## config.mk

```make
export PLATFORM = sky130hd
export DESIGN_NAME = idma_stream_top
export DESIGN_NICKNAME = d
export VERILOG_FILES = /design/src/idma_stream_pkg.sv /design/src/idma_axi_stream_read.sv /design/src/idma_byte_buffer.sv /design/src/idma_stream_ctrl.sv /design/src/idma_stream_top.sv /design/src/idma_stream_write.sv
export VERILOG_INCLUDE_DIRS = /design/src
export SDC_FILE = /design/constraint.sdc
export NUM_CORES = 1
export LEC_CHECK = 0
export BUFFER_PORTS_ARGS = -buffer_cell sky130_fd_sc_hd__buf_2
export CAP_MARGIN = 20
export CORE_MARGIN = 2
export CORE_UTILIZATION = 59
export DETAILED_ROUTE_END_ITERATION = 7
export HOLD_SLACK_MARGIN = 0.03
export PLACE_DENSITY = 0.92
export SYNTH_ARGS = -nofsm -noshare
export SYNTH_HDL_FRONTEND = slang
export SYNTH_SLANG_ARGS = --single-unit
```

## constraint.sdc

```tcl
create_clock -name clk_i -period 5.15 [get_ports clk_i]
set_input_delay 0.515 -clock clk_i [delete_from_list [all_inputs] [get_ports clk_i]]
set_output_delay 0.515 -clock clk_i [all_outputs]
set_load 0.02 [all_outputs]
```

## src/idma_stream_cfg.svh

```systemverilog
// Build-time sizes of the stream transport layer, included by the package and the testbench
`ifndef IDMA_STREAM_CFG_SVH
`define IDMA_STREAM_CFG_SVH

// ----------------------------------------------------------------------
// Datapath geometry
// ----------------------------------------------------------------------

// Bytes per stream beat
`define IDMA_STRB_WIDTH 4

// Entries in each byte-lane FIFO of the realignment buffer
`define IDMA_BUF_DEPTH 2

// ----------------------------------------------------------------------
// Descriptor sizing
// ----------------------------------------------------------------------

// Bits in the transfer length field
`define IDMA_LEN_WIDTH 8

`endif

```

## src/idma_stream_pkg.sv

```systemverilog
// Shared types of the stream transport layer, imported by every datapath and control module
`include "idma_stream_cfg.svh"
`default_nettype none

package idma_stream_pkg;

    // Widths that carry a meaning
    typedef logic [7:0]                                byte_t;
    typedef logic [`IDMA_STRB_WIDTH-1:0]               strb_t;
    typedef logic [$clog2(`IDMA_STRB_WIDTH)-1:0]       offset_t;
    typedef logic [`IDMA_LEN_WIDTH-1:0]                len_t;
    typedef byte_t [`IDMA_STRB_WIDTH-1:0]              beat_t;
    // Per-lane occupancy of the byte buffer, counts up to the full depth
    typedef logic [$clog2(`IDMA_BUF_DEPTH+1)-1:0]      fill_t;

    // ----------------------------------------------------------------------
    // Transfer descriptor and datapath bundles
    // ----------------------------------------------------------------------
    typedef struct packed {
        len_t    length;
        offset_t src_offset;
        offset_t dst_offset;
    } desc_t;

    // Shift rotates source lanes into destination lanes
    typedef struct packed {
        offset_t offset;
        offset_t tailer;
        offset_t shift;
    } r_dp_req_t;

    typedef struct packed {
        offset_t offset;
        offset_t tailer;
        logic    last;
    } w_dp_req_t;

    typedef struct packed {
        logic [1:0] resp;
        logic       first;
        logic       last;
    } dp_rsp_t;

    // ----------------------------------------------------------------------
    // Stream channels
    // ----------------------------------------------------------------------
    typedef struct packed {
        beat_t tdata;
        strb_t tstrb;
        logic  tvalid;
        logic  tlast;
    } stream_req_t;

    typedef struct packed {
        logic tready;
    } stream_rsp_t;

    // Control FSM states
    typedef enum logic [1:0] {
        IDLE,
        RUN,
        DRAIN
    } ctrl_state_e;

endpackage

`default_nettype wire

```

## src/idma_axi_stream_read.sv

```systemverilog
// Stream read datapath that masks and realigns source beats into the byte buffer
`default_nettype none

module idma_axi_stream_read import idma_stream_pkg::*; (
    // Read datapath request
    input  r_dp_req_t   r_dp_req_i,
    input  logic        r_dp_req_valid_i,
    output logic        r_dp_req_ready_o,
    // Read datapath response
    output dp_rsp_t     r_dp_rsp_o,
    output logic        r_dp_rsp_valid_o,
    input  logic        r_dp_rsp_ready_i,
    // Source stream
    output stream_rsp_t read_req_o,
    input  stream_req_t read_rsp_i,
    // Byte buffer push side
    output beat_t       buffer_in_o,
    output strb_t       buffer_in_valid_o,
    input  strb_t       buffer_in_ready_i
);
    localparam int unsigned W = $bits(strb_t);

    // Source-aligned lanes holding payload
    strb_t read_mask;
    // Same lanes after rotation into destination alignment
    strb_t mask_in;
    logic [2*W-1:0]   mask_dbl;
    logic [16*W-1:0]  data_dbl;
    logic             in_ready;
    logic             take;

    // ----------------------------------------------------------------------
    // Mask of valid source lanes
    // ----------------------------------------------------------------------
    // First beat drops lanes below offset, last beat drops lanes from tailer on
    assign read_mask = ('1 << r_dp_req_i.offset) &
        ((r_dp_req_i.tailer != '0) ? ('1 >> (W - r_dp_req_i.tailer)) : '1);

    // ----------------------------------------------------------------------
    // Rotation into destination lanes
    // ----------------------------------------------------------------------
    // Doubled vector shifted left, upper half is the rotated copy
    assign mask_dbl    = {read_mask, read_mask} << r_dp_req_i.shift;
    assign mask_in     = mask_dbl[2*W-1 -: W];
    assign data_dbl    = {read_rsp_i.tdata, read_rsp_i.tdata} << {r_dp_req_i.shift, 3'b000};
    assign buffer_in_o = data_dbl[16*W-1 -: 8*W];

    // ----------------------------------------------------------------------
    // Handshakes
    // ----------------------------------------------------------------------
    // Every lane touched by this beat must have room
    assign in_ready = &(buffer_in_ready_i | ~mask_in);

    // Ready towards the source never looks at tvalid
    assign read_req_o.tready = r_dp_req_valid_i & in_ready & r_dp_rsp_ready_i;
    assign take              = read_req_o.tready & read_rsp_i.tvalid;

    assign buffer_in_valid_o = take ? mask_in : '0;

    // One beat completes one request and yields one response
    assign r_dp_req_ready_o = take;
    assign r_dp_rsp_valid_o = take;

    // No error path on a stream source
    assign r_dp_rsp_o.resp  = '0;
    assign r_dp_rsp_o.first = 1'b1;
    assign r_dp_rsp_o.last  = 1'b1;

endmodule

`default_nettype wire

```

## src/idma_byte_buffer.sv

```systemverilog
// Realignment buffer with one small FIFO per byte lane, used between read and write datapaths
`include "idma_stream_cfg.svh"
`default_nettype none

module idma_byte_buffer import idma_stream_pkg::*; (
    input  logic  clk_i,
    input  logic  rst_n_i,
    input  beat_t data_i,
    input  strb_t push_i,
    input  strb_t pop_i,
    output strb_t ready_o,
    output beat_t data_o,
    output strb_t valid_o
);
    localparam int unsigned W     = $bits(strb_t);
    localparam int unsigned DEPTH = `IDMA_BUF_DEPTH;
    localparam int unsigned PW    = $clog2(DEPTH);

    // ----------------------------------------------------------------------
    // Independent lane FIFOs
    // ----------------------------------------------------------------------
    for (genvar l = 0; l < W; l++) begin : gen_lane
        byte_t          mem [DEPTH];
        logic [PW-1:0]  wr_ptr_q;
        logic [PW-1:0]  rd_ptr_q;
        fill_t          fill_q;
        logic           push;
        logic           pop;

        // Status straight from the fill count
        assign ready_o[l] = (fill_q != fill_t'(DEPTH));
        assign valid_o[l] = (fill_q != '0);
        // Head entry is always on the output
        assign data_o[l]  = mem[rd_ptr_q];

        assign push = push_i[l] & ready_o[l];
        assign pop  = pop_i[l] & valid_o[l];

        always_ff @(posedge clk_i) begin
            if (!rst_n_i) begin
                wr_ptr_q <= '0;
                rd_ptr_q <= '0;
                fill_q   <= '0;
            end else begin
                if (push) begin
                    wr_ptr_q <= (wr_ptr_q == PW'(DEPTH - 1)) ? '0 : wr_ptr_q + 1'b1;
                end
                if (pop) begin
                    rd_ptr_q <= (rd_ptr_q == PW'(DEPTH - 1)) ? '0 : rd_ptr_q + 1'b1;
                end
                // Push and pop in one cycle leave the count alone
                fill_q <= fill_q + fill_t'(push) - fill_t'(pop);
            end
        end

        // Storage only written on an accepted push
        always_ff @(posedge clk_i) begin
            if (push) begin
                mem[wr_ptr_q] <= data_i[l];
            end
        end
    end

endmodule

`default_nettype wire

```

## src/idma_stream_ctrl.sv

```systemverilog
// Transfer control FSM that splits one descriptor into per-beat read and write requests
`default_nettype none

module idma_stream_ctrl import idma_stream_pkg::*; (
    input  logic      clk_i,
    input  logic      rst_n_i,
    input  desc_t     desc_i,
    input  logic      desc_valid_i,
    output logic      desc_ready_o,
    output logic      done_o,
    output r_dp_req_t r_dp_req_o,
    output logic      r_dp_req_valid_o,
    input  logic      r_dp_req_ready_i,
    input  dp_rsp_t   r_dp_rsp_i,
    input  logic      r_dp_rsp_valid_i,
    output logic      r_dp_rsp_ready_o,
    output w_dp_req_t w_dp_req_o,
    output logic      w_dp_req_valid_o,
    input  logic      w_dp_req_ready_i,
    input  dp_rsp_t   w_dp_rsp_i,
    input  logic      w_dp_rsp_valid_i,
    output logic      w_dp_rsp_ready_o
);
    localparam int unsigned W  = $bits(strb_t);
    localparam int unsigned OW = $bits(offset_t);
    localparam int unsigned LW = $bits(len_t);

    ctrl_state_e state_q;
    desc_t       desc_q;
    // Requests still to issue and responses still to collect
    len_t        r_left_q, w_left_q, r_rsp_left_q, w_rsp_left_q;
    len_t        r_left_d, w_left_d, r_rsp_left_d, w_rsp_left_d;
    logic        r_first_q, w_first_q;
    logic [LW:0] src_end, dst_end;
    len_t        src_beats, dst_beats;
    offset_t     src_tail, dst_tail;
    logic        r_hs, w_hs, r_rsp_hs, w_rsp_hs;

    // ----------------------------------------------------------------------
    // Beat counts from the incoming descriptor
    // ----------------------------------------------------------------------
    assign src_end   = desc_i.length + desc_i.src_offset;
    assign dst_end   = desc_i.length + desc_i.dst_offset;
    assign src_beats = len_t'((src_end + (W - 1)) >> OW);
    assign dst_beats = len_t'((dst_end + (W - 1)) >> OW);

    // Lane after the final byte, zero for a full last beat
    assign src_tail = offset_t'(desc_q.length + desc_q.src_offset);
    assign dst_tail = offset_t'(desc_q.length + desc_q.dst_offset);

    assign desc_ready_o     = (state_q == IDLE);
    assign r_dp_rsp_ready_o = 1'b1;
    assign w_dp_rsp_ready_o = (state_q != IDLE);

    // ----------------------------------------------------------------------
    // Request generation
    // ----------------------------------------------------------------------
    assign r_dp_req_valid_o  = (state_q == RUN) && (r_left_q != '0);
    assign r_dp_req_o.offset = r_first_q ? desc_q.src_offset : '0;
    assign r_dp_req_o.tailer = (r_left_q == len_t'(1)) ? src_tail : '0;
    assign r_dp_req_o.shift  = desc_q.dst_offset - desc_q.src_offset;

    assign w_dp_req_valid_o  = (state_q == RUN) && (w_left_q != '0);
    assign w_dp_req_o.offset = w_first_q ? desc_q.dst_offset : '0;
    assign w_dp_req_o.tailer = (w_left_q == len_t'(1)) ? dst_tail : '0;
    assign w_dp_req_o.last   = (w_left_q == len_t'(1));

    assign r_hs     = r_dp_req_valid_o & r_dp_req_ready_i;
    assign w_hs     = w_dp_req_valid_o & w_dp_req_ready_i;
    assign r_rsp_hs = r_dp_rsp_valid_i & r_dp_rsp_ready_o & r_dp_rsp_i.last;
    assign w_rsp_hs = w_dp_rsp_valid_i & w_dp_rsp_ready_o & w_dp_rsp_i.last;

    assign r_left_d     = r_left_q - len_t'(r_hs);
    assign w_left_d     = w_left_q - len_t'(w_hs);
    assign r_rsp_left_d = r_rsp_left_q - len_t'(r_rsp_hs);
    assign w_rsp_left_d = w_rsp_left_q - len_t'(w_rsp_hs);

    // Descriptor fields held for the whole transfer
    always_ff @(posedge clk_i) begin
        if (desc_valid_i && desc_ready_o) begin
            desc_q <= desc_i;
        end
    end

    // ----------------------------------------------------------------------
    // Transfer FSM
    // ----------------------------------------------------------------------
    always_ff @(posedge clk_i) begin
        if (!rst_n_i) begin
            state_q      <= IDLE;
            done_o       <= 1'b0;
            r_left_q     <= '0;
            w_left_q     <= '0;
            r_rsp_left_q <= '0;
            w_rsp_left_q <= '0;
            r_first_q    <= 1'b0;
            w_first_q    <= 1'b0;
        end else begin
            done_o <= 1'b0;
            if (state_q == IDLE) begin
                if (desc_valid_i) begin
                    r_left_q     <= src_beats;
                    w_left_q     <= dst_beats;
                    r_rsp_left_q <= src_beats;
                    w_rsp_left_q <= dst_beats;
                    r_first_q    <= 1'b1;
                    w_first_q    <= 1'b1;
                    state_q      <= RUN;
                end
            end else begin
                r_left_q     <= r_left_d;
                w_left_q     <= w_left_d;
                r_rsp_left_q <= r_rsp_left_d;
                w_rsp_left_q <= w_rsp_left_d;
                if (r_hs) r_first_q <= 1'b0;
                if (w_hs) w_first_q <= 1'b0;
                // Last response closes the transfer
                if (r_rsp_left_d == '0 && w_rsp_left_d == '0) begin
                    state_q <= IDLE;
                    done_o  <= 1'b1;
                end else if (r_left_d == '0 && w_left_d == '0) begin
                    state_q <= DRAIN;
                end
            end
        end
    end

endmodule

`default_nettype wire

```

## src/idma_stream_top.sv

```systemverilog
// Top level of the stream transport layer, connecting control and datapath to the two streams
`default_nettype none

module idma_stream_top import idma_stream_pkg::*; (
    input  logic        clk_i,
    input  logic        rst_n_i,
    // Descriptor port
    input  desc_t       desc_i,
    input  logic        desc_valid_i,
    output logic        desc_ready_o,
    output logic        done_o,
    // Source stream
    input  stream_req_t src_req_i,
    output stream_rsp_t src_rsp_o,
    // Destination stream
    output stream_req_t dst_req_o,
    input  stream_rsp_t dst_rsp_i
);
    // ----------------------------------------------------------------------
    // Internal datapath links
    // ----------------------------------------------------------------------
    r_dp_req_t r_dp_req;
    logic      r_dp_req_valid, r_dp_req_ready;
    dp_rsp_t   r_dp_rsp;
    logic      r_dp_rsp_valid, r_dp_rsp_ready;
    w_dp_req_t w_dp_req;
    logic      w_dp_req_valid, w_dp_req_ready;
    dp_rsp_t   w_dp_rsp;
    logic      w_dp_rsp_valid, w_dp_rsp_ready;
    // Buffer push and pop sides
    beat_t     buf_in_data, buf_out_data;
    strb_t     buf_push, buf_ready, buf_valid, buf_pop;

    idma_stream_ctrl i_ctrl (
        .clk_i            (clk_i),
        .rst_n_i          (rst_n_i),
        .desc_i           (desc_i),
        .desc_valid_i     (desc_valid_i),
        .desc_ready_o     (desc_ready_o),
        .done_o           (done_o),
        .r_dp_req_o       (r_dp_req),
        .r_dp_req_valid_o (r_dp_req_valid),
        .r_dp_req_ready_i (r_dp_req_ready),
        .r_dp_rsp_i       (r_dp_rsp),
        .r_dp_rsp_valid_i (r_dp_rsp_valid),
        .r_dp_rsp_ready_o (r_dp_rsp_ready),
        .w_dp_req_o       (w_dp_req),
        .w_dp_req_valid_o (w_dp_req_valid),
        .w_dp_req_ready_i (w_dp_req_ready),
        .w_dp_rsp_i       (w_dp_rsp),
        .w_dp_rsp_valid_i (w_dp_rsp_valid),
        .w_dp_rsp_ready_o (w_dp_rsp_ready)
    );

    idma_axi_stream_read i_read (
        .r_dp_req_i        (r_dp_req),
        .r_dp_req_valid_i  (r_dp_req_valid),
        .r_dp_req_ready_o  (r_dp_req_ready),
        .r_dp_rsp_o        (r_dp_rsp),
        .r_dp_rsp_valid_o  (r_dp_rsp_valid),
        .r_dp_rsp_ready_i  (r_dp_rsp_ready),
        .read_req_o        (src_rsp_o),
        .read_rsp_i        (src_req_i),
        .buffer_in_o       (buf_in_data),
        .buffer_in_valid_o (buf_push),
        .buffer_in_ready_i (buf_ready)
    );

    idma_byte_buffer i_buffer (
        .clk_i   (clk_i),
        .rst_n_i (rst_n_i),
        .data_i  (buf_in_data),
        .push_i  (buf_push),
        .pop_i   (buf_pop),
        .ready_o (buf_ready),
        .data_o  (buf_out_data),
        .valid_o (buf_valid)
    );

    idma_stream_write i_write (
        .w_dp_req_i         (w_dp_req),
        .w_dp_req_valid_i   (w_dp_req_valid),
        .w_dp_req_ready_o   (w_dp_req_ready),
        .w_dp_rsp_o         (w_dp_rsp),
        .w_dp_rsp_valid_o   (w_dp_rsp_valid),
        .w_dp_rsp_ready_i   (w_dp_rsp_ready),
        .buffer_out_i       (buf_out_data),
        .buffer_out_valid_i (buf_valid),
        .buffer_out_pop_o   (buf_pop),
        .write_req_o        (dst_req_o),
        .write_rsp_i        (dst_rsp_i)
    );

endmodule

`default_nettype wire

```

## src/idma_stream_write.sv

```systemverilog
// Stream write datapath that drains whole destination beats from the byte buffer
`default_nettype none

module idma_stream_write import idma_stream_pkg::*; (
    // Write datapath request
    input  w_dp_req_t   w_dp_req_i,
    input  logic        w_dp_req_valid_i,
    output logic        w_dp_req_ready_o,
    // Write datapath response
    output dp_rsp_t     w_dp_rsp_o,
    output logic        w_dp_rsp_valid_o,
    input  logic        w_dp_rsp_ready_i,
    // Byte buffer pop side
    input  beat_t       buffer_out_i,
    input  strb_t       buffer_out_valid_i,
    output strb_t       buffer_out_pop_o,
    // Destination stream
    output stream_req_t write_req_o,
    input  stream_rsp_t write_rsp_i
);
    localparam int unsigned W = $bits(strb_t);

    strb_t write_mask;
    logic  out_valid;
    logic  hs;

    // ----------------------------------------------------------------------
    // Destination lane mask
    // ----------------------------------------------------------------------
    assign write_mask = ('1 << w_dp_req_i.offset) &
        ((w_dp_req_i.tailer != '0) ? ('1 >> (W - w_dp_req_i.tailer)) : '1);

    // Beat is complete once every strobed lane holds a byte
    assign out_valid = &(buffer_out_valid_i | ~write_mask);

    // ----------------------------------------------------------------------
    // Destination beat
    // ----------------------------------------------------------------------
    assign write_req_o.tvalid = w_dp_req_valid_i & out_valid & w_dp_rsp_ready_i;
    assign write_req_o.tstrb  = write_mask;
    assign write_req_o.tlast  = w_dp_req_i.last;

    // Unstrobed lanes carry zero
    always_comb begin
        for (int l = 0; l < W; l++) begin
            write_req_o.tdata[l] = write_mask[l] ? buffer_out_i[l] : '0;
        end
    end

    // ----------------------------------------------------------------------
    // Completion
    // ----------------------------------------------------------------------
    assign hs = write_req_o.tvalid & write_rsp_i.tready;

    // Pop only the lanes that left in this beat
    assign buffer_out_pop_o = hs ? write_mask : '0;
    assign w_dp_req_ready_o = hs;
    assign w_dp_rsp_valid_o = hs;

    assign w_dp_rsp_o.resp  = '0;
    assign w_dp_rsp_o.first = 1'b1;
    assign w_dp_rsp_o.last  = 1'b1;

endmodule

`default_nettype wire

```

Word level (Yosys, flattened, before mapping). Memories as Yosys holds them, arrays and structs flattened. A register that Yosys moved wholly into a read port is not among the register bits. Index checks and enable logic that the tools add are counted.

Register bits after elaboration: 59. RAM bits: 64. Bits of input ports: 54. Output and inout port bits: 41. Word-level logic and storage cells: 173. Memories: 4.

Memories: i_buffer.gen_lane[0].mem (words 2, width 8, read ports 1, clocked after memory_dff 1, wr ports 1, RTL line idma_byte_buffer.sv:23) `byte_t mem [DEPTH];`; i_buffer.gen_lane[1].mem (words 2, width 8, read ports 1, clocked after memory_dff 1, wr ports 1, RTL line idma_byte_buffer.sv:23); i_buffer.gen_lane[2].mem (words 2, width 8, read ports 1, clocked after memory_dff 1, wr ports 1, RTL line idma_byte_buffer.sv:23); i_buffer.gen_lane[3].mem (words 2, width 8, read ports 1, clocked after memory_dff 1, wr ports 1, RTL line idma_byte_buffer.sv:23).

$add $sub $neg: 29. Eq/ne operators: 8. Shift-type cells: 6. Mux-type cells: 52. Bitwise gates (word level): 23. Reductions and logical operators: 28.

Operator list (number): 2-to-1 mux 8 bit (10); left shift 64 x 5 -> 64 bit (1); right shift 4 x 32 -> 4 bit, first input constant (2); logical NOT 8 bit (4); subtractor 8 x 1 -> 8 bit (4); 2-to-1 mux 1 bit (30); adder 9 x 2 -> 10 bit, second input constant (2); adder 8 x 2 -> 9 bit (2); nonzero test 2 bit (9); bitwise AND 1 bit (16); == test 8 x 1 -> 1 bit, second input constant (2); 2-to-1 mux 2 bit (8); 2-to-1 mux 4 bit (4); nonzero test 8 bit (2); inequality test 2 bit, second input constant (5); adder 1 bit, second input constant (8); adder 2 x 1 -> 2 bit (4); bitwise AND 4 bit (2); inverter 4 bit (2); bitwise OR 4 bit (2); AND reduction 4 bit (2); left shift 4 x 2 -> 4 bit, first input constant (2); left shift 8 x 2 -> 8 bit (1); subtractor 2 x 1 -> 2 bit (4); 10 further kinds (18).

Logic depth before layout (Yosys ltp). Gate-level depths: netlist (run 1).

Depth after elaboration: 19. Depth in mapped cells: 19. Mapped depth without buffers: 19.

Cells and area by module. A second synthesis (run 1) with hierarchy kept.

Cell total of the unflattened synthesis: 743. Area, all modules: 7863.8 µm².

Modules (own cells, without submodules): idma_byte_buffer (instances 1, cells an instance 214, area an instance 3319.4 µm², sequential area each 2322.2 µm²); idma_stream_ctrl (instances 1, cells an instance 370, area an instance 2975.4 µm², sequential area each 920.9 µm²); idma_axi_stream_read (instances 1, cells an instance 95, area an instance 1156.1 µm², sequential area each 0.0 µm²); idma_stream_write (instances 1, cells an instance 64, area an instance 412.9 µm², sequential area each 0.0 µm²).

Least setup slack after synthesis (run 1). No wires, ideal clock.

Kind: register to register. Start point: register i_ctrl.r_left_q[5]. End point: register i_ctrl.state_q[0]. Setup time: 116 ps. Arrival: 4353 ps. Path slack: 680 ps. Stages on the path, launching flop included: 19. Clock period less this slack: 4470 ps. Path through: dfxtp_1 > or4_4 > nor3_1 > nand3_1 > ha_1 > mux2i_1 > a21oi_1 > a211oi_1 > nor3b_2 > nand2_1 > inv_1 > ha_1 > ha_1 > or4bb_2 > mux2i_1 > a22oi_1 > a2111oi_2 > o21ai_0 > o211a_1.

Longest elaborated chain between the ends: 18. Elaborated cells on any way between the ends: 26. Classes of those cells: add/sub: 3; eq/ne: 1; shift: 2; mux: 4; bitwise: 6; reduce/logical: 10.

RTL lines: start: declaration (RTL line idma_stream_ctrl.sv:31) `len_t r_left_q, w_left_q, r_rsp_left_q, w_rsp_left_q;`; start signal: assignment (RTL line idma_stream_ctrl.sv:102) `r_left_q <= src_beats;`; start signal: assignment (RTL line idma_stream_ctrl.sv:111) `r_left_q <= r_left_d;`; == test 8 x 1 -> 1 bit (RTL line idma_stream_ctrl.sv:60) `assign r_dp_req_o.tailer = (r_left_q == len_t'(1)) ? src_tail : '0;`; 2-to-1 mux 2 bit (RTL line idma_stream_ctrl.sv:60); subtractor 3 x 2 -> 4 bit (RTL line idma_axi_stream_read.sv:37) `((r_dp_req_i.tailer != '0) ? ('1 >> (W - r_dp_req_i.tailer)) : '1);`; right shift 4 x 32 -> 4 bit (RTL line idma_axi_stream_read.sv:37); 2-to-1 mux 4 bit (RTL line idma_axi_stream_read.sv:37); bitwise AND 4 bit (RTL line idma_axi_stream_read.sv:36) `assign read_mask = ('1 << r_dp_req_i.offset) &`; left shift 8 x 2 -> 8 bit (RTL line idma_axi_stream_read.sv:43) `assign mask_dbl = {read_mask, read_mask} << r_dp_req_i.shift;`; inverter 4 bit (RTL line idma_axi_stream_read.sv:52) `assign in_ready = &(buffer_in_ready_i | ~mask_in);`; [2 not listed]; bitwise AND 1 bit (RTL line idma_axi_stream_read.sv:55) `assign read_req_o.tready = r_dp_req_valid_i & in_ready & r_dp_rsp_ready_i;`; bitwise AND 1 bit (RTL line idma_axi_stream_read.sv:56) `assign take = read_req_o.tready & read_rsp_i.tvalid;`; bitwise AND 1 bit (RTL line idma_stream_ctrl.sv:68) `assign r_hs = r_dp_req_valid_o & r_dp_req_ready_i;`; subtractor 8 x 1 -> 8 bit (RTL line idma_stream_ctrl.sv:73) `assign r_left_d = r_left_q - len_t'(r_hs);`; logical NOT 8 bit (RTL line idma_stream_ctrl.sv:121) `end else if (r_left_d == '0 && w_left_d == '0) begin`; logical AND 1 bit (RTL line idma_stream_ctrl.sv:121); nonzero test 3 bit (no line); AND reduction 2 bit (no line); end signal: assignment (RTL line idma_stream_ctrl.sv:108) `state_q <= RUN;`; end signal: assignment (RTL line idma_stream_ctrl.sv:119) `state_q <= IDLE;`; end signal: assignment (RTL line idma_stream_ctrl.sv:122) `state_q <= DRAIN;`; end: declaration (RTL line idma_stream_ctrl.sv:28) `ctrl_state_e state_q;`.

Several ways; a longest one is shown, not always the timed one. A chain may end at the register's enable or synchronous reset.

Worst setup path in the final report (run 1). Same ends and word-level chain as after synthesis.

==> results of run 1 <==
[what timing repair did]
item                                    CTS  global route
pin swaps                                 0             3
setup buffers                             0             3
resized for setup                         1             3
endpoints found under the setup margin    1             2
[power by group]
group | switching (mW) | leakage (nW) | internal [mW] | total (mW)
clock network | 0.471 | 0.289 | 0.748 | 1.22
registers | 0.0615 | 1.10 | 1.18 | 1.24
logic | 0.530 | 2.20 | 0.322 | 0.851
total | 1.06 | 3.59 | 2.25 | 3.31
[cell type report]
class / count / area, sq um
Inverter: 38 / 142.6
Clock buffer: 19 / 452.9
Sequential cell: 127 / 3243
Timing Repair Buffer: 98 / 513.0
Clock inverter: 13 / 151.4
Multi-Input combinational cell: 538 / 3897
Fill cell: 829 / 3551
Tap cell: 168 / 210.2
[worst paths after layout]
check / startpoint / endpoint / depth (start not counted)
worst min-delay path: desc_i[1] / i_ctrl.desc_q[1]$_DFFE_PP_ / 1
worst min register to register: i_ctrl.r_rsp_left_q[7]$_SDFFE_PN0P_ / i_ctrl.r_rsp_left_q[7]$_SDFFE_PN0P_ / 1
worst max-delay path: i_ctrl.r_left_q[5]$_SDFFE_PN0P_ / i_ctrl.state_q[0]$_SDFFE_PN0P_ / 18
worst max register to register: i_ctrl.r_left_q[5]$_SDFFE_PN0P_ / i_ctrl.state_q[0]$_SDFFE_PN0P_ / 18
[logic make-up (layout without fill, tap and decap cells)]
| group | Yosys count | after routing |
|---|---|---|
| buffers and inverters | 74 | 168 |
| and+or+nand+nor | 256 | 256 |
| AOI/OAI and AO/OA | 118 | 118 |
| adders and majority gates | 29 | 29 |
| xor gates and xnor gates | 35 | 35 |
| muxes | 100 | 100 |
| DFF | 127 | 127 |
[cell usage in the layout (no fill, tap or decap), types with 9 or more instances in the layout]
cell type | synthesis | layout
sky130_fd_sc_hd__clkbuf_16 | 0 | 17
sky130_fd_sc_hd__edfxtp_1 | 70 | 70
sky130_fd_sc_hd__ha_1 | 27 | 25
sky130_fd_sc_hd__a21oi_1 | 25 | 24
sky130_fd_sc_hd__xor2_1 | 11 | 11
sky130_fd_sc_hd__o21ai_0 | 32 | 32
sky130_fd_sc_hd__nor3_1 | 17 | 16
sky130_fd_sc_hd__buf_4 | 3 | 9
sky130_fd_sc_hd__nor3b_1 | 11 | 11
sky130_fd_sc_hd__mux2i_1 | 100 | 100
sky130_fd_sc_hd__inv_1 | 35 | 35
sky130_fd_sc_hd__nor2b_1 | 20 | 20
sky130_fd_sc_hd__xnor2_1 | 22 | 22
sky130_fd_sc_hd__dfxtp_1 | 57 | 57
sky130_fd_sc_hd__nand2_1 | 47 | 47
sky130_fd_sc_hd__nor2_1 | 90 | 90
sky130_fd_sc_hd__nand3_1 | 11 | 11
sky130_fd_sc_hd__buf_2 | 8 | 89
[flip-flops by register name, summed over array words and instances, names as in the netlist, named ones only]
| name | count |
|---|---|
| i_ctrl.w_rsp_left_q | 8 |
| i_ctrl.state_q | 2 |
| i_ctrl.w_first_q | 1 |
| i_ctrl.done_o | 1 |
| i_buffer.gen_lane.mem | 64 |
| i_ctrl.w_left_q | 8 |
| i_ctrl.desc_q | 6 |
| i_buffer.gen_lane.rd_ptr_q | 4 |
| i_ctrl.r_left_q | 8 |
| i_buffer.gen_lane.fill_q | 8 |
| i_ctrl.r_first_q | 1 |
| i_buffer.gen_lane.wr_ptr_q | 4 |
| i_ctrl.r_rsp_left_q | 8 |
[critical path: stages, from the launching register on]
cell,delay (ns)
sky130_fd_sc_hd__dfxtp_1,0.36
sky130_fd_sc_hd__or4_4,0.57
sky130_fd_sc_hd__nor3_2,0.20
sky130_fd_sc_hd__nand3_1,0.15
sky130_fd_sc_hd__ha_1,0.35
sky130_fd_sc_hd__mux2i_1,0.09
sky130_fd_sc_hd__a21oi_2,0.29
sky130_fd_sc_hd__a211oi_1,0.16
sky130_fd_sc_hd__nor3b_2,0.28
sky130_fd_sc_hd__nand2_1,0.18
sky130_fd_sc_hd__inv_1,0.09
sky130_fd_sc_hd__ha_1,0.21
sky130_fd_sc_hd__ha_2,0.25
sky130_fd_sc_hd__or4bb_2,0.61
sky130_fd_sc_hd__mux2i_1,0.17
sky130_fd_sc_hd__a22oi_1,0.14
sky130_fd_sc_hd__a2111oi_2,0.27
sky130_fd_sc_hd__o21ai_0,0.18
sky130_fd_sc_hd__o211a_1,0.19
[metrics by stage]
step	hold WS, ns	total power, mW	util, %
floorplan	0.4396	1.846	-
global placement	0.4572	2.031	65.50
detailed placement	0.4754	2.065	65.50
CTS	0.2743	3.283	70.50
global route	0.2831	3.434	70.80
finish	0.2793	3.309	70.80
[per-layer routing]
layer	up-vias	global-route usage, %	part of all wire (%)
met4	0	11.03	2.4
met3	45	6.124	7.5
met1	2839	33.75	40
li1	2821	-	-
met5	-	0	0
met2	292	46.71	50
==> flow_summary.html, run 1 <==
<table>
<tr><th>Metric</th><th>Value</th></tr>
<tr><th colspan="2">Pwr</th></tr>
<tr><td>Power per standard cell area</td><td>384.2 nW/um^2</td></tr>
<tr><td>Leakage dissipation</td><td>3.591 nW</td></tr>
<tr><td>Max rail drop VDD</td><td>0.2619 mV</td></tr>
<tr><th colspan="2">Clock tree</th></tr>
<tr><td># hold bufs at CTS</td><td>0</td></tr>
<tr><td>TritonCTS Buffers</td><td>17</td></tr>
<tr><td>CTS max path bufs</td><td>2</td></tr>
<tr><td>Clk pin slew, worst setup/hold paths</td><td>0.06 ns</td></tr>
<tr><td>Clock insertion delay at the later pin of the skew report</td><td>0.42 ns</td></tr>
<tr><td>CTS Root Buffer Type</td><td>sky130_fd_sc_hd__clkbuf_16</td></tr>
<tr><td>TritonCTS clock tree</td><td>yes</td></tr>
<tr><td># clock sinks</td><td>127</td></tr>
<tr><td>Number of H-tree levels</td><td>4</td></tr>
<tr><th colspan="2">Worst setup path</th></tr>
<tr><td>Arrival time worst endpoint</td><td>5.16 ns</td></tr>
<tr><td>Critical setup path kind</td><td>reg -&gt; reg</td></tr>
<tr><td>Type of element capturing the critical path</td><td>flip-flop</td></tr>
<tr><td>Maximum fanout encountered on the critical timing path</td><td>7</td></tr>
<tr><td>Register-to-register setup slack</td><td>0.30 ns</td></tr>
<tr><td>Crit path required time</td><td>5.46 ns</td></tr>
<tr><td>Critical path launch point type</td><td>flip-flop</td></tr>
<tr><th colspan="2">Detailed routing</th></tr>
<tr><td>Number of remaining DRC errors</td><td>0</td></tr>
<tr><td>Wirelength, routed</td><td>18,470 um</td></tr>
<tr><td>Detailed-route wire length per cell</td><td>18.45 um</td></tr>
<tr><td>Detail-routed via count per cell</td><td>5.991</td></tr>
<tr><td>Iter 0 DRT Violations</td><td>557</td></tr>
<tr><td>Number of vias in the routed layout</td><td>5,997</td></tr>
<tr><td>ANT nets after route</td><td>0</td></tr>
<tr><td>DR pass1 iterations</td><td>5</td></tr>
<tr><th colspan="2">Logic synthesis</th></tr>
<tr><td>Post-synth EDFFs</td><td>70</td></tr>
<tr><td>Post-synthesis async set-or-reset flop share</td><td>0%</td></tr>
<tr><td>Count of warnings emitted by yosys</td><td>0</td></tr>
<tr><td>Number of distinct standard cells referenced by the synthesized netlist</td><td>72</td></tr>
<tr><td>Sequential element share of the synthesized area</td><td>43.71%</td></tr>
<tr><td>Adder-cell area share of the yosys netlist</td><td>5.093%</td></tr>
<tr><td>Synth Instances</td><td>739</td></tr>
<tr><td>Syn Std Cell Area</td><td>7420 sq um</td></tr>
<tr><td>Leading area contributor after synthesis</td><td>sky130_fd_sc_hd__edfxtp_1</td></tr>
<tr><td>Synthesis-stage register bit count</td><td>127</td></tr>
<tr><td>Synthesized-area fraction occupied by ao, oa, aoi and oai cells</td><td>11.05%</td></tr>
<tr><td>Most common cell in the netlist</td><td>sky130_fd_sc_hd__mux2i_1</td></tr>
<tr><td>Combinational family with the most area after synthesis</td><td>simple AND/OR/NAND/NOR gates</td></tr>
<tr><td>Xor and xnor fraction of the mapped netlist area</td><td>4.536%</td></tr>
<tr><td>Post-synthesis simple-gate area fraction</td><td>18.09%</td></tr>
<tr><td>Top-area cell type share of the netlist area</td><td>28.33%</td></tr>
<tr><td>Synth area leaders</td><td>sky130_fd_sc_hd__edfxtp_1 28%, sky130_fd_sc_hd__dfxtp_1 15%, sky130_fd_sc_hd__mux2i_1 13%</td></tr>
<tr><td>Avg Cell Area, Syn</td><td>10.04 sq um</td></tr>
<tr><td>Net count after synthesis</td><td>822</td></tr>
<tr><td>Commonest cells in the netlist</td><td>100 x sky130_fd_sc_hd__mux2i_1, 90 x sky130_fd_sc_hd__nor2_1, 70 x sky130_fd_sc_hd__edfxtp_1</td></tr>
<tr><td>Share of synthesized area spent on multiplexers</td><td>13.49%</td></tr>
<tr><td>Commonest register cell after synthesis</td><td>sky130_fd_sc_hd__edfxtp_1</td></tr>
<tr><th colspan="2">Floorplanning</th></tr>
<tr><td>Initial Utilization</td><td>61.01%</td></tr>
<tr><td>Number of core rows</td><td>40</td></tr>
<tr><td>Area of the core</td><td>12,160 sq um</td></tr>
<tr><td>Top-Level Pins</td><td>95</td></tr>
<tr><td>Area of the die</td><td>13,490 sq um</td></tr>
<tr><td>Overall die width</td><td>116.1 um</td></tr>
<tr><td>Die height</td><td>116.1 um</td></tr>
<tr><th colspan="2">Timing</th></tr>
<tr><td>Top achievable clock speed</td><td>0.2063 GHz</td></tr>
<tr><td># setup viols final</td><td>0</td></tr>
<tr><td>Setup_tns</td><td>0 ns</td></tr>
<tr><td>Total count of max-transition violations in the final report</td><td>0</td></tr>
<tr><td>Unrepaired setup endpoints after global routing</td><td>no</td></tr>
<tr><td>Crit path time final</td><td>4.847 ns</td></tr>
<tr><td>Share of the clock period used by the worst path</td><td>94.12%</td></tr>
<tr><td>Setup slack after layout</td><td>0.3027 ns</td></tr>
<tr><td>Worst Skew</td><td>0.01143 ns</td></tr>
<tr><td>Worst Max-Slew Pin Slew</td><td>0.9236 ns</td></tr>
<tr><td>Number of failing hold endpoints at the final stage</td><td>0</td></tr>
<tr><td>Worst-case headroom to the max-slew limit</td><td>38.20%</td></tr>
<tr><th colspan="2">Place</th></tr>
<tr><td>Placed Instance Area</td><td>7966 sq um</td></tr>
<tr><td>HPWL after detailed placement</td><td>12,710 um</td></tr>
<tr><td>Input/output buffers</td><td>89</td></tr>
<tr><td>Routability cong.</td><td>0.8845</td></tr>
<tr><td>Placement Setup Slack</td><td>0.1559 ns</td></tr>
<tr><td>Cells after DPL</td><td>966</td></tr>
<tr><th colspan="2">Hold path</th></tr>
<tr><td>Worst min-delay path category</td><td>in -&gt; reg</td></tr>
<tr><th colspan="2">Status</th></tr>
<tr><td>Outcome</td><td>completed</td></tr>
<tr><th colspan="2">Cells and area</th></tr>
<tr><td>Count of placed standard cells in the final layout, fillers left out</td><td>1,001</td></tr>
<tr><td>ANT cells</td><td>0</td></tr>
<tr><td>Post-route cell area</td><td>8611 sq um</td></tr>
<tr><td>Nets</td><td>903</td></tr>
<tr><td>Share of cells above drive strength 1</td><td>20.89%</td></tr>
<tr><td>Area growth, synth to finish</td><td>16.05%</td></tr>
<tr><th colspan="2">Global route</th></tr>
<tr><td>First-pass GRT wire length</td><td>27,880 um</td></tr>
<tr><td>Via count of the first global-routing pass</td><td>5,688</td></tr>
<tr><td>GR Util All Layers</td><td>27.32%</td></tr>
<tr><td>Overflow left after global routing</td><td>0</td></tr>
<tr><td>Maximum number of pins on one net before global-route repair</td><td>42</td></tr>
<tr><td>Number of antenna violations at the first check in global routing</td><td>0</td></tr>
<tr><th colspan="2">Job</th></tr>
<tr><td>Reported max-cap violation count</td><td>0</td></tr>
</table>
Note: power is estimated with default switching activity, not from simulation.
==> run 2: changes to the inputs <==
--- a/config.mk
+++ b/config.mk
@@ -7,11 +7,10 @@
 export NUM_CORES = 1
 export LEC_CHECK = 0
 export BUFFER_PORTS_ARGS = -buffer_cell sky130_fd_sc_hd__buf_2
-export CAP_MARGIN = 20
+export CORE_ASPECT_RATIO = 1.5
 export CORE_MARGIN = 2
 export CORE_UTILIZATION = 59
 export DETAILED_ROUTE_END_ITERATION = 7
-export HOLD_SLACK_MARGIN = 0.03
 export PLACE_DENSITY = 0.92
 export SYNTH_ARGS = -nofsm -noshare
 export SYNTH_HDL_FRONTEND = slang
==> flow_summary.html, run 2 (same netlist as run 1, synthesis figures left out) <==
<table>
<tr><th>Metric</th><th>Value</th></tr>
<tr><th colspan="2">Floorplanning</th></tr>
<tr><td>Area of the core</td><td>12,390 sq um (+1.9%)</td></tr>
<tr><td>Die height</td><td>141.3 um (+22%)</td></tr>
<tr><td>Area of the die</td><td>13,510 sq um (+0.14%)</td></tr>
<tr><td>Overall die width</td><td>95.56 um (-18%)</td></tr>
<tr><td>Top-Level Pins</td><td>95 (unchanged)</td></tr>
<tr><td>Number of core rows</td><td>50 (+25%)</td></tr>
<tr><td>Initial Utilization</td><td>59.90% (-1.1 points)</td></tr>
<tr><th colspan="2">Detailed routing</th></tr>
<tr><td>Number of remaining DRC errors</td><td>0 (unchanged)</td></tr>
<tr><td>Number of vias in the routed layout</td><td>6,202 (+3.4%)</td></tr>
<tr><td>Detailed-route wire length per cell</td><td>19.78 um (+7.2%)</td></tr>
<tr><td>Detail-routed via count per cell</td><td>6.252 (+4.4%)</td></tr>
<tr><td>Wirelength, routed</td><td>19,620 um (+6.2%)</td></tr>
<tr><td>Iter 0 DRT Violations</td><td>419 (-25%)</td></tr>
<tr><td>ANT nets after route</td><td>0 (unchanged)</td></tr>
<tr><td>DR pass1 iterations</td><td>5 (unchanged)</td></tr>
<tr><th colspan="2">Timing</th></tr>
<tr><td># setup viols final</td><td>0 (unchanged)</td></tr>
<tr><td>Share of the clock period used by the worst path</td><td>97.55% (+3.4 points)</td></tr>
<tr><td>Worst-case headroom to the max-slew limit</td><td>47.22% (+9.0 points)</td></tr>
<tr><td>Number of failing hold endpoints at the final stage</td><td>0 (unchanged)</td></tr>
<tr><td>Crit path time final</td><td>5.024 ns (+0.1767 ns)</td></tr>
<tr><td>Total count of max-transition violations in the final report</td><td>0 (unchanged)</td></tr>
<tr><td>Worst Max-Slew Pin Slew</td><td>0.7888 ns (-0.1348 ns)</td></tr>
<tr><td>Worst Skew</td><td>0.01160 ns (+0.0001661 ns)</td></tr>
<tr><td>Setup_tns</td><td>0 ns (unchanged)</td></tr>
<tr><td>Top achievable clock speed</td><td>0.1990 GHz (-3.5%)</td></tr>
<tr><th colspan="2">Cells and area</th></tr>
<tr><td>Nets</td><td>906 (+0.33%)</td></tr>
<tr><td>Share of cells above drive strength 1</td><td>21.05% (+0.16 points)</td></tr>
<tr><td>Post-route cell area</td><td>8618 sq um (about the same)</td></tr>
<tr><td>Most frequent cells in the layout</td><td>100 x sky130_fd_sc_hd__mux2i_1, 90 x sky130_fd_sc_hd__nor2_1, 89 x sky130_fd_sc_hd__buf_2, 70 x sky130_fd_sc_hd__edfxtp_1, 57 x sky130_fd_sc_hd__dfxtp_1</td></tr>
<tr><td>Area growth, synth to finish</td><td>16.16% (about the same)</td></tr>
<tr><td>Register area</td><td>3243 sq um (unchanged)</td></tr>
<tr><td>ANT cells</td><td>0 (unchanged)</td></tr>
<tr><td>Layout Utilization</td><td>69.58% (-1.2 points)</td></tr>
<tr><td>Most common library cell in the layout ignoring fill and taps</td><td>sky130_fd_sc_hd__mux2i_1</td></tr>
<tr><td>Area of combinational cells with multiple inputs</td><td>3894 sq um (about the same)</td></tr>
<tr><td>Most flops, register</td><td>i_buffer.gen_lane.mem</td></tr>
<tr><td>Filler cells</td><td>863 (+4.1%)</td></tr>
<tr><td>Number of flip-flops under the largest register name</td><td>64 (unchanged)</td></tr>
<tr><th colspan="2">Global route</th></tr>
<tr><td>First-pass GRT wire length</td><td>29,580 um (+6.1%)</td></tr>
<tr><td>GR Util All Layers</td><td>28.84% (+1.5 points)</td></tr>
<tr><td>Via count of the first global-routing pass</td><td>6,045 (+6.3%)</td></tr>
<tr><td>Number of antenna violations at the first check in global routing</td><td>0 (unchanged)</td></tr>
<tr><td>Maximum number of pins on one net before global-route repair</td><td>41 (-2.4%)</td></tr>
<tr><td>Overflow left after global routing</td><td>0 (unchanged)</td></tr>
<tr><th colspan="2">Worst setup path</th></tr>
<tr><td>Critical setup path kind</td><td>reg -&gt; reg</td></tr>
<tr><td>Maximum fanout encountered on the critical timing path</td><td>10 (+3)</td></tr>
<tr><td>Type of element capturing the critical path</td><td>flip-flop</td></tr>
<tr><td>Critical path launch point type</td><td>flip-flop</td></tr>
<tr><td>Crit path required time</td><td>5.46 ns (about the same)</td></tr>
<tr><td>Arrival time worst endpoint</td><td>5.34 ns (+0.18 ns)</td></tr>
<tr><th colspan="2">Pwr</th></tr>
<tr><td>Power per standard cell area</td><td>389.2 nW/um^2 (+1.3%)</td></tr>
<tr><td>Internal Pwr Total</td><td>2.272 mW (+1.1%)</td></tr>
<tr><td>Max rail drop VDD</td><td>0.2506 mV (-4.3%)</td></tr>
<tr><td>NetSw</td><td>1.082 mW (+1.9%)</td></tr>
<tr><td>Power consumption</td><td>3.354 mW (+1.4%)</td></tr>
<tr><td>Clock group share of total power</td><td>37.1% (+0.3 points)</td></tr>
<tr><td>Portion of total power attributed to sequential cells</td><td>37.0% (-0.4 points)</td></tr>
<tr><td>Combinational power share</td><td>25.9% (+0.2 points)</td></tr>
<tr><td>Leakage dissipation</td><td>3.604 nW (+0.37%)</td></tr>
<tr><td>Switch share</td><td>32.26% (+0.17 points)</td></tr>
<tr><th colspan="2">Hold path</th></tr>
<tr><td>Worst min-delay path category</td><td>in -&gt; reg</td></tr>
<tr><th colspan="2">Clock tree</th></tr>
<tr><td>TritonCTS Buffers</td><td>17 (unchanged)</td></tr>
<tr><td># clock sinks</td><td>127 (unchanged)</td></tr>
<tr><td>CTS Root Buffer Type</td><td>sky130_fd_sc_hd__clkbuf_16</td></tr>
<tr><td>TritonCTS clock tree</td><td>yes</td></tr>
<tr><td>Clock insertion delay at the later pin of the skew report</td><td>0.43 ns (about the same)</td></tr>
<tr><td># hold bufs at CTS</td><td>0 (unchanged)</td></tr>
<tr><td>Clk pin slew, worst setup/hold paths</td><td>0.06 ns (about the same)</td></tr>
<tr><td>CTS max path bufs</td><td>2 (unchanged)</td></tr>
<tr><td>Number of H-tree levels</td><td>4 (unchanged)</td></tr>
<tr><th colspan="2">Job</th></tr>
<tr><td>Reported max-cap violation count</td><td>0 (unchanged)</td></tr>
<tr><th colspan="2">Status</th></tr>
<tr><td>Outcome</td><td>completed</td></tr>
<tr><th colspan="2">Place</th></tr>
<tr><td>Placed Instance Area</td><td>7966 sq um (unchanged)</td></tr>
<tr><td>Routability cong.</td><td>0.9394 (+6.2%)</td></tr>
<tr><td>HPWL after detailed placement</td><td>13,280 um (+4.5%)</td></tr>
<tr><td>Input/output buffers</td><td>89 (unchanged)</td></tr>
</table>
==> run 2: area by class of cell <==
type / instances / share of cell area [%]
Clock inverter: 14 / 2.076
Inverter: 38 / 1.655
Tap cell: 156 / 2.265
Multi-Input combinational cell: 538 / 45.18
Sequential cell: 127 / 37.63
Clock buffer: 18 / 4.980
Timing Repair Buffer: 101 / 6.214
==> run 2: routing by layer <==
layer | vias up | GRT usage (%) | part of all wire [%] | routed length, um
met2 | 361 | 48.99 | 50 | 9723
li1 | 2832 | - | - | -
met4 | 0 | 22.86 | 9.0 | 1764
met3 | 121 | 6.107 | 6.6 | 1296
met5 | - | 0 | 0 | 0
met1 | 2888 | 29.99 | 35 | 6832
==> run 2: worst paths after layout <==
path	start	endpoint	slack, ns	cells after the start
hold / removal	desc_i[1]	i_ctrl.desc_q[1]$_DFFE_PP_	0.28	1
hold reg to reg	i_ctrl.w_rsp_left_q[7]$_SDFFE_PN0P_	i_ctrl.w_rsp_left_q[7]$_SDFFE_PN0P_	0.48	1
setup / recovery	i_ctrl.w_left_q[3]$_SDFFE_PN0P_	i_ctrl.state_q[0]$_SDFFE_PN0P_	0.13	17
setup reg to reg	i_ctrl.w_left_q[3]$_SDFFE_PN0P_	i_ctrl.state_q[0]$_SDFFE_PN0P_	0.13	17
==> run 2: what timing repair did <==
action / CTS / global route
endpoints found under the hold margin: 0 / 0
setup buffers: 0 / 4
pin swaps: 0 / 3
setup endpoints to repair: 2 / 2
gates cloned: 0 / 0
gates resized for setup: 1 / 3
==> run 2: critical path, stage by stage, from the launching register on <==
cell                      delay (ns)
sky130_fd_sc_hd__dfxtp_1        0.38
sky130_fd_sc_hd__nor4_1         0.56
sky130_fd_sc_hd__and3_1         0.31
sky130_fd_sc_hd__nand2_1        0.10
sky130_fd_sc_hd__ha_1           0.29
sky130_fd_sc_hd__a31o_2         0.23
sky130_fd_sc_hd__inv_1          0.08
sky130_fd_sc_hd__a32oi_1        0.42
sky130_fd_sc_hd__nand4_2        0.33
sky130_fd_sc_hd__inv_1          0.17
sky130_fd_sc_hd__ha_1           0.18
sky130_fd_sc_hd__ha_1           0.15
sky130_fd_sc_hd__or4b_2         0.62
sky130_fd_sc_hd__nor4_1         0.32
sky130_fd_sc_hd__nand3_1        0.15
sky130_fd_sc_hd__nor3_1         0.30
sky130_fd_sc_hd__o21ai_0        0.15
sky130_fd_sc_hd__o211a_1        0.16
==> run 2: power by group through the flow <==
stage | registers [mW] | logic (mW) | clock network [mW]
2_1_floorplan | 1.24 | 0.610 | 0
3_3_place_gp | 1.25 | 0.792 | 0
3_5_place_dp | 1.26 | 0.825 | 0
4_1_cts | 1.24 | 0.839 | 1.25
5_1_grt | 1.25 | 0.935 | 1.29
6_report | 1.24 | 0.868 | 1.24
==> run 2: through the flow <==
| step | setup slack [ns] | instances | hold slack [ns] |
|---|---|---|---|
| after floorplan | 0.6803 | 739 | 0.4396 |
| after global placement | 0.2326 | 956 | 0.4561 |
| after detailed placement | 0.05635 | 956 | 0.4681 |
| after CTS | 0.03514 | 988 | 0.2736 |
| after global routing | -0.08227 | 992 | 0.2703 |
| final | 0.1260 | 992 | 0.2784 |
